===== src/include/mapper_macros.svh =====
// ******************************
// Widths and field positions for the iNES-style flags word
// Only the five kept discrete mappers have numbers here
// ******************************
`ifndef MAPPER_MACROS_SVH
`define MAPPER_MACROS_SVH

// Bus and cartridge address widths
`define MAP_ADDR_W 22
`define CPU_ADDR_W 16
`define PPU_ADDR_W 14

// Mapper numbers from flags[7:0]
`define MAPPER_NROM         8'd0
`define MAPPER_COLOR_DREAMS 8'd11
`define MAPPER_GXROM        8'd66
`define MAPPER_CAMERICA     8'd71
`define MAPPER_HOLY_DIVER   8'd78

// CHR ROM region, bits 21:20 of the cartridge address
`define CHR_ROM_BASE 2'b10

// Bit positions in the 32-bit flags word
`define FLAG_CHR_RAM      15
`define FLAG_VERT_MIRROR  14
`define FLAG_SUBMAPPER_LO 21 // Two bits, 22:21

`endif


===== src/rtl/mapper_pkg.sv =====
// ******************************
// Shared bus and state structs for the mapper blocks
// ******************************
`default_nettype none

`include "mapper_macros.svh"

package mapper_pkg;

	// Cartridge configuration, decoded once from flags
	typedef struct packed {
		logic [7:0] mapper;
		logic       chr_ram;     // Pattern tables are RAM
		logic       vert_mirror; // Hardwired vertical mirroring
		logic [1:0] submapper;
	} cart_cfg_t;

	// CPU side of the cartridge edge
	typedef struct packed {
		logic [`CPU_ADDR_W-1:0] addr;
		logic                   write; // One-cycle write strobe
		logic [7:0]             data;
	} cpu_bus_t;

	// Register state written from the CPU bus
	// mirror is the Fire Hawk screen on 71 and the mirroring bit on 78
	typedef struct packed {
		logic [3:0] prg_bank;
		logic [3:0] chr_bank;
		logic       mirror;
	} bank_state_t;

	// Translated PRG access
	typedef struct packed {
		logic [`MAP_ADDR_W-1:0] addr;
		logic                   allow;
	} prg_out_t;

	// Translated PPU access and nametable controls
	typedef struct packed {
		logic [`MAP_ADDR_W-1:0] addr;
		logic                   allow;    // CHR write allowed
		logic                   vram_a10; // Nametable select
		logic                   vram_ce;  // Route to internal 2 KB VRAM
	} ppu_out_t;

endpackage

`default_nettype wire


===== src/rtl/bank_regs.sv =====
// ******************************
// Bank registers for mappers 11, 66, 71 and 78; NROM has none
// Writes land only when ce is high, on the next clock edge
// ******************************
`timescale 1ns/1ps
`default_nettype none

`include "mapper_macros.svh"

module bank_regs (
	input  logic                     clk,
	input  logic                     reset,
	input  logic                     ce,
	input  mapper_pkg::cart_cfg_t    cfg,
	input  mapper_pkg::cpu_bus_t     cpu,
	output mapper_pkg::bank_state_t  banks
);

	logic reg_write;
	logic is_32k_board;

	// Every kept board decodes the whole $8000-$FFFF range
	assign reg_write = ce && cpu.write && cpu.addr[15];

	assign is_32k_board = (cfg.mapper == `MAPPER_COLOR_DREAMS) ||
		(cfg.mapper == `MAPPER_GXROM);

	always_ff @(posedge clk) begin
		if (reset) begin
			banks.prg_bank <= 4'd0;
			banks.chr_bank <= 4'd0;
			// Holy Diver starts from the header mirroring
			banks.mirror <= (cfg.mapper == `MAPPER_HOLY_DIVER) && cfg.vert_mirror;
		end else if (reg_write) begin
			case (cfg.mapper)
				`MAPPER_COLOR_DREAMS: begin
					banks.chr_bank <= cpu.data[7:4];
					banks.prg_bank <= {2'b00, cpu.data[1:0]};
				end
				`MAPPER_GXROM: begin
					banks.prg_bank <= {2'b00, cpu.data[5:4]};
					banks.chr_bank <= {2'b00, cpu.data[1:0]};
				end
				`MAPPER_CAMERICA: begin
					if (cpu.addr[14:13] == 2'b00) begin
						banks.mirror <= cpu.data[4]; // Fire Hawk screen select
					end
					if (cpu.addr[14]) begin
						banks.prg_bank <= cpu.data[3:0]; // $C000-$FFFF bank select
					end
				end
				`MAPPER_HOLY_DIVER: begin
					banks.chr_bank <= cpu.data[7:4];
					banks.mirror   <= cpu.data[3];
					banks.prg_bank <= {1'b0, cpu.data[2:0]};
				end
				default: begin
					banks <= banks; // NROM and unknown numbers ignore writes
				end
			endcase
		end
	end

	// 32 KB boards only have four PRG banks
	a_prg_bank_narrow: assert property (
		@(posedge clk) disable iff (reset)
		(reg_write && is_32k_board) |=> (banks.prg_bank[3:2] == 2'b00)
	) else $error("prg_bank upper bits set after 32 KB board write");

	// No state moves without the enable
	a_hold_without_ce: assert property (
		@(posedge clk) disable iff (reset)
		!ce |=> $stable(banks)
	) else $error("bank state changed while ce was low");

endmodule

`default_nettype wire


===== src/rtl/discrete_mapper_top.sv =====
// ******************************
// Discrete mapper top, mappers 0/11/66/71/78
// Unknown mapper numbers behave as NROM
// ******************************
`timescale 1ns/1ps
`default_nettype none

`include "mapper_macros.svh"

module discrete_mapper_top (
	input  logic                    clk,
	input  logic                    reset,
	input  logic                    ce,
	input  logic [31:0]             flags,
	input  mapper_pkg::cpu_bus_t    cpu,
	input  logic [`PPU_ADDR_W-1:0]  chr_addr,
	output mapper_pkg::prg_out_t    prg,
	output mapper_pkg::ppu_out_t    ppu
);

	mapper_pkg::cart_cfg_t    cfg;
	mapper_pkg::bank_state_t  banks;

	assign cfg.mapper      = flags[7:0];
	assign cfg.chr_ram     = flags[`FLAG_CHR_RAM];
	assign cfg.vert_mirror = flags[`FLAG_VERT_MIRROR];
	assign cfg.submapper   = flags[`FLAG_SUBMAPPER_LO +: 2];

	bank_regs u_bank_regs (
		.clk   (clk),
		.reset (reset),
		.ce    (ce),
		.cfg   (cfg),
		.cpu   (cpu),
		.banks (banks)
	);

	prg_map u_prg_map (
		.cfg   (cfg),
		.cpu   (cpu),
		.banks (banks),
		.prg   (prg)
	);

	ppu_map u_ppu_map (
		.cfg      (cfg),
		.chr_addr (chr_addr),
		.banks    (banks),
		.ppu      (ppu)
	);

endmodule

`default_nettype wire


===== src/rtl/ppu_map.sv =====
// ******************************
// PPU address, CHR allow and nametable mirroring, combinational
// CHR is always 8 KB banks in the ROM region
// ******************************
`timescale 1ns/1ps
`default_nettype none

`include "mapper_macros.svh"

module ppu_map (
	input  mapper_pkg::cart_cfg_t    cfg,
	input  logic [`PPU_ADDR_W-1:0]   chr_addr,
	input  mapper_pkg::bank_state_t  banks,
	output mapper_pkg::ppu_out_t     ppu
);

	logic [3:0] chr_bank;
	logic       fixed_a10;

	// Header mirroring, vertical picks A10
	assign fixed_a10 = cfg.vert_mirror ? chr_addr[10] : chr_addr[11];

	always_comb begin
		case (cfg.mapper)
			`MAPPER_COLOR_DREAMS,
			`MAPPER_GXROM,
			`MAPPER_HOLY_DIVER: begin
				chr_bank = banks.chr_bank;
			end
			default: begin
				chr_bank = 4'd0; // NROM and Camerica have one CHR bank
			end
		endcase
	end

	always_comb begin
		ppu.addr = {`CHR_ROM_BASE, {(`MAP_ADDR_W - 19){1'b0}}, chr_bank, chr_addr[12:0]};
		ppu.allow = cfg.chr_ram;
		ppu.vram_ce = chr_addr[13]; // $2000 and up is nametable space

		case (cfg.mapper)
			`MAPPER_CAMERICA: begin
				// Fire Hawk boards are marked horizontal and use the screen select
				ppu.vram_a10 = cfg.vert_mirror ? chr_addr[10] : banks.mirror;
			end
			`MAPPER_HOLY_DIVER: begin
				if (cfg.submapper == 2'd1) begin
					ppu.vram_a10 = banks.mirror; // JF-16 one-screen
				end else if (banks.mirror) begin
					ppu.vram_a10 = chr_addr[10];
				end else begin
					ppu.vram_a10 = chr_addr[11];
				end
			end
			`MAPPER_NROM,
			`MAPPER_COLOR_DREAMS,
			`MAPPER_GXROM: begin
				ppu.vram_a10 = fixed_a10;
			end
			default: begin
				ppu.vram_a10 = fixed_a10;
			end
		endcase
	end

endmodule

`default_nettype wire


===== src/rtl/prg_map.sv =====
// ******************************
// CPU to cartridge address, combinational
// ******************************
`timescale 1ns/1ps
`default_nettype none

`include "mapper_macros.svh"

module prg_map (
	input  mapper_pkg::cart_cfg_t    cfg,
	input  mapper_pkg::cpu_bus_t     cpu,
	input  mapper_pkg::bank_state_t  banks,
	output mapper_pkg::prg_out_t     prg
);

	logic [3:0] bank_16k;

	// Upper half of the window is fixed to the last 16 KB bank
	assign bank_16k = cpu.addr[14] ? 4'hF : banks.prg_bank;

	always_comb begin
		prg.allow = cpu.addr[15] && !cpu.write; // ROM reads only

		case (cfg.mapper)
			`MAPPER_COLOR_DREAMS,
			`MAPPER_GXROM: begin
				prg.addr = {{(`MAP_ADDR_W - 17){1'b0}}, banks.prg_bank[1:0],
					cpu.addr[14:0]}; // 32 KB banks
			end
			`MAPPER_CAMERICA,
			`MAPPER_HOLY_DIVER: begin
				prg.addr = {{(`MAP_ADDR_W - 18){1'b0}}, bank_16k, cpu.addr[13:0]};
			end
			`MAPPER_NROM: begin
				prg.addr = {{(`MAP_ADDR_W - 15){1'b0}}, cpu.addr[14:0]};
			end
			default: begin
				prg.addr = {{(`MAP_ADDR_W - 15){1'b0}}, cpu.addr[14:0]}; // Treat as NROM
			end
		endcase
	end

endmodule

`default_nettype wire


===== config.mk =====
export PLATFORM = sky130hd
export DESIGN_NAME = discrete_mapper_top
export DESIGN_NICKNAME = d
export VERILOG_FILES = /design/src/rtl/mapper_pkg.sv /design/src/rtl/bank_regs.sv /design/src/rtl/discrete_mapper_top.sv /design/src/rtl/ppu_map.sv /design/src/rtl/prg_map.sv
export VERILOG_INCLUDE_DIRS = /design/src /design/src/include
export SDC_FILE = /design/constraint.sdc
export NUM_CORES = 1
export LEC_CHECK = 0
export ABC_CLOCK_PERIOD_IN_PS = 2730
export BUFFER_PORTS_ARGS = -buffer_cell sky130_fd_sc_hd__buf_2
export CAP_MARGIN = 20
export CORE_MARGIN = 2
export CORE_UTILIZATION = 30
export CTS_CLUSTER_DIAMETER = 200
export DETAILED_ROUTE_END_ITERATION = 16
export GPL_TIMING_DRIVEN = 0
export PLACE_DENSITY = 0.72
export SLEW_MARGIN = 20
export SYNTH_ARGS = -nofsm -noshare
export SYNTH_HDL_FRONTEND = slang
export SYNTH_SLANG_ARGS = --single-unit

===== constraint.sdc =====
create_clock -name clk -period 2.73 [get_ports clk]
set_input_delay 0.4095 -clock clk [delete_from_list [all_inputs] [get_ports clk]]
set_output_delay 0.4095 -clock clk [all_outputs]
set_load 0.005 [all_outputs]

==> metrics <==
cts bufs inserted 3; Hold WS ~0.44 ns; Largest register FFs 9; critical path peak fanout 6; final hold vios 0; antenna diode count 0; power per cell area 282.9 mW/mm2; Ports between 100 and 150; I/O Buffers 64; GPL Wtd Cong between 0.8 and 0.9; row count 22; Netlist cell types a little over 40; RSZ-0062 raised after global routing no; CTS resizes 0; relative slew slack between 60% and 70%; Sum Neg Setup Slack 0 ns; most frequent cells in the layout buf_2 (65), buf_4 (38), a21oi_1 (10), conb_1 (9), dfxtp_1 (8); Starting Density about 31%; post-CTS setup buffer count 0; fin crit share between 80% and 90%; top_reg_cell synth dfxtp_1; post-synthesis sequential area ratio about 17%; Die ar. roughly 0.0042 mm2; total grt overflow 0; drt total wl between 2 and 3 mm; outcome complete, no violations; Die W roughly 65 um; dpl cells 258; TritonCTS clock tree yes; critical path endpoint category primary output; H-tree depth 1; Critical Path RT between 2 and 2.5 ns; DR WL/cell 9.927 um; VDD IR max approximately 0.00014 V; Max Cap Viol 0; Final ANT Viol Nets 0; via count about 1200; CP Launch Type primary input; most flop-heavy register u_bank_regs.banks; #FFs+latches synth 9; first-pass GRT wire length between 3 and 4 mm; Netlist Area Pre-Place 0.001101 mm2; Regs by FF count u_bank_regs.banks: 9 flops; worst hold path class primary input to register; post-layout minimum cycle time ~2.3 ns; clk_lat worst skew 0.24 ns; worst slew pin tran 0.5978 ns; Mapped Cells between 100 and 150; Overall Global Routing Usage about an eighth; CP arrival ~1.9 ns; CTS root buffer clkbuf_8; final setup fails 0; clk sinks 9; cts hold-fix bufs 0; layout cells sized above 1 between 50% and 60%; Area growth syn-to-layout 41.02%; antenna violations before repair 0; Mapped Avg Cell Area slightly below 8 um2; via/cell ratio ~4.5; largest net degree at the start of global routing 11; number of flops mapped to enable cells by yosys 1; Pins Over Slew Limit 0; P_leak slightly above 0.8 nW; commonest non-fill, non-tap cell in the layout buf_2; vias in the first global route slightly above 900; Clock Pin Slew Worst Setup and Hold Paths around 0.04 ns; non-filler cells, final approximately 260; Core Area about 0.0036 mm2; starting DRC count in detailed routing 34; FMAX ~0.44 GHz; Worst Setup Path Type primary input to primary output; Clock Path Buffers 2; total power between 0.4 and 0.5 mW; Pre-Repair DR Iteration Count 4; Layout Utilization a little over two fifths; # nets final ~290; Synth Warn # 0; Die Y 64.58 um; Worst Skew 0 ns; ys async rst share 0%; hpwl dp between 2 and 2.5 mm; drt drc 0
logic make-up (layout without fill, tap and decap cells):
family	count (synthesis)	in the layout	share of synthesized area [%]
buf+inv	46	114	29.54
simple gates	38	38	22.05
compound gates	36	36	23.30
flops	9	9	17.27
mux	7	7	6.364
other cells	2	9	0.6821
xor+xnor	1	1	0.7956
stage by stage:
| stage | cell area [um2] | worst slack, ns |
|---|---|---|
| detailed placement | 1508 | 0.4657 |
| global route | 1553 | 0.3707 |
| CTS | 1553 | 0.4666 |
| finish | 1553 | 0.4662 |
| floorplan | 1127 | 0.7812 |
| global placement | 1508 | 0.4699 |
worst paths after layout:
check	from	to	slack [ns]	cells after the start
min	cpu[2]	u_bank_regs.banks[7]$_SDFFE_PP0P_	0.44	3
min reg2reg	u_bank_regs.banks[4]$_SDFFE_PP0P_	u_bank_regs.banks[4]$_SDFFE_PP0P_	0.48	2
max reg2reg	u_bank_regs.banks[5]$_SDFFE_PP0P_	u_bank_regs.banks[5]$_SDFFE_PP0P_	1.95	2
max	flags[7]	prg[16]	0.47	6
critical path, cell delays in order:
cell and delay [ns]:
buf_2 0.11, or4b_1 0.53, buf_6 0.16, a211oi_1 0.35
o2bb2ai_1 0.16, buf_2 0.13
power by group:
group          leakage (nW)  internal (mW)  total [mW]  switching, mW
Clock                0.0228          0.102       0.160         0.0574
Sequential           0.0740          0.136       0.137        0.00101
Combinational         0.710         0.0823       0.143         0.0607
layout make-up:
class | instances | area, um2
fill | 380 | 2053
sequential | 9 | 190.2
buffer | 43 | 314.1
inverter | 3 | 11.26
timing repair buffer | 64 | 320.3
tap | 48 | 60.06
multi-input combinational | 91 | 611.8
clock buffer | 4 | 45.04
metal layers:
metal  share of wire (%)  GRT usage, %
met2                  43         18.36
met3                  11         2.951
met4                0.73         4.255
met1                  45         16.19
met5                   0             0
Yosys cell counts (2+ instances only):
| library cell | count | share of area, % |
|---|---|---|
| inv_1 | 3 | 1.0 |
| o21ai_0 | 4 | 1.8 |
| a21o_1 | 4 | 2.7 |
| nand2b_1 | 2 | 1.1 |
| and3_1 | 5 | 2.8 |
| nor2_1 | 7 | 2.4 |
| nand3_1 | 3 | 1.4 |
| clkbuf_1 | 2 | 0.68 |
| a311oi_1 | 2 | 1.6 |
| buf_4 | 38 | 26 |
| a21oi_1 | 10 | 4.5 |
| or3b_1 | 2 | 1.6 |
| mux2i_1 | 7 | 6.4 |
| a211oi_1 | 3 | 2.0 |
| nand2_1 | 4 | 1.4 |
| conb_1 | 2 | 0.68 |
| o22ai_1 | 2 | 1.1 |
| nand4_1 | 3 | 1.7 |
| nand3b_1 | 3 | 2.0 |
| dfxtp_1 | 8 | 15 |
| o211a_1 | 2 | 1.8 |
| o211ai_1 | 2 | 1.4 |
| o2bb2ai_1 | 3 | 2.4 |
No activity file was read; power rests on OpenSTA's default activity.
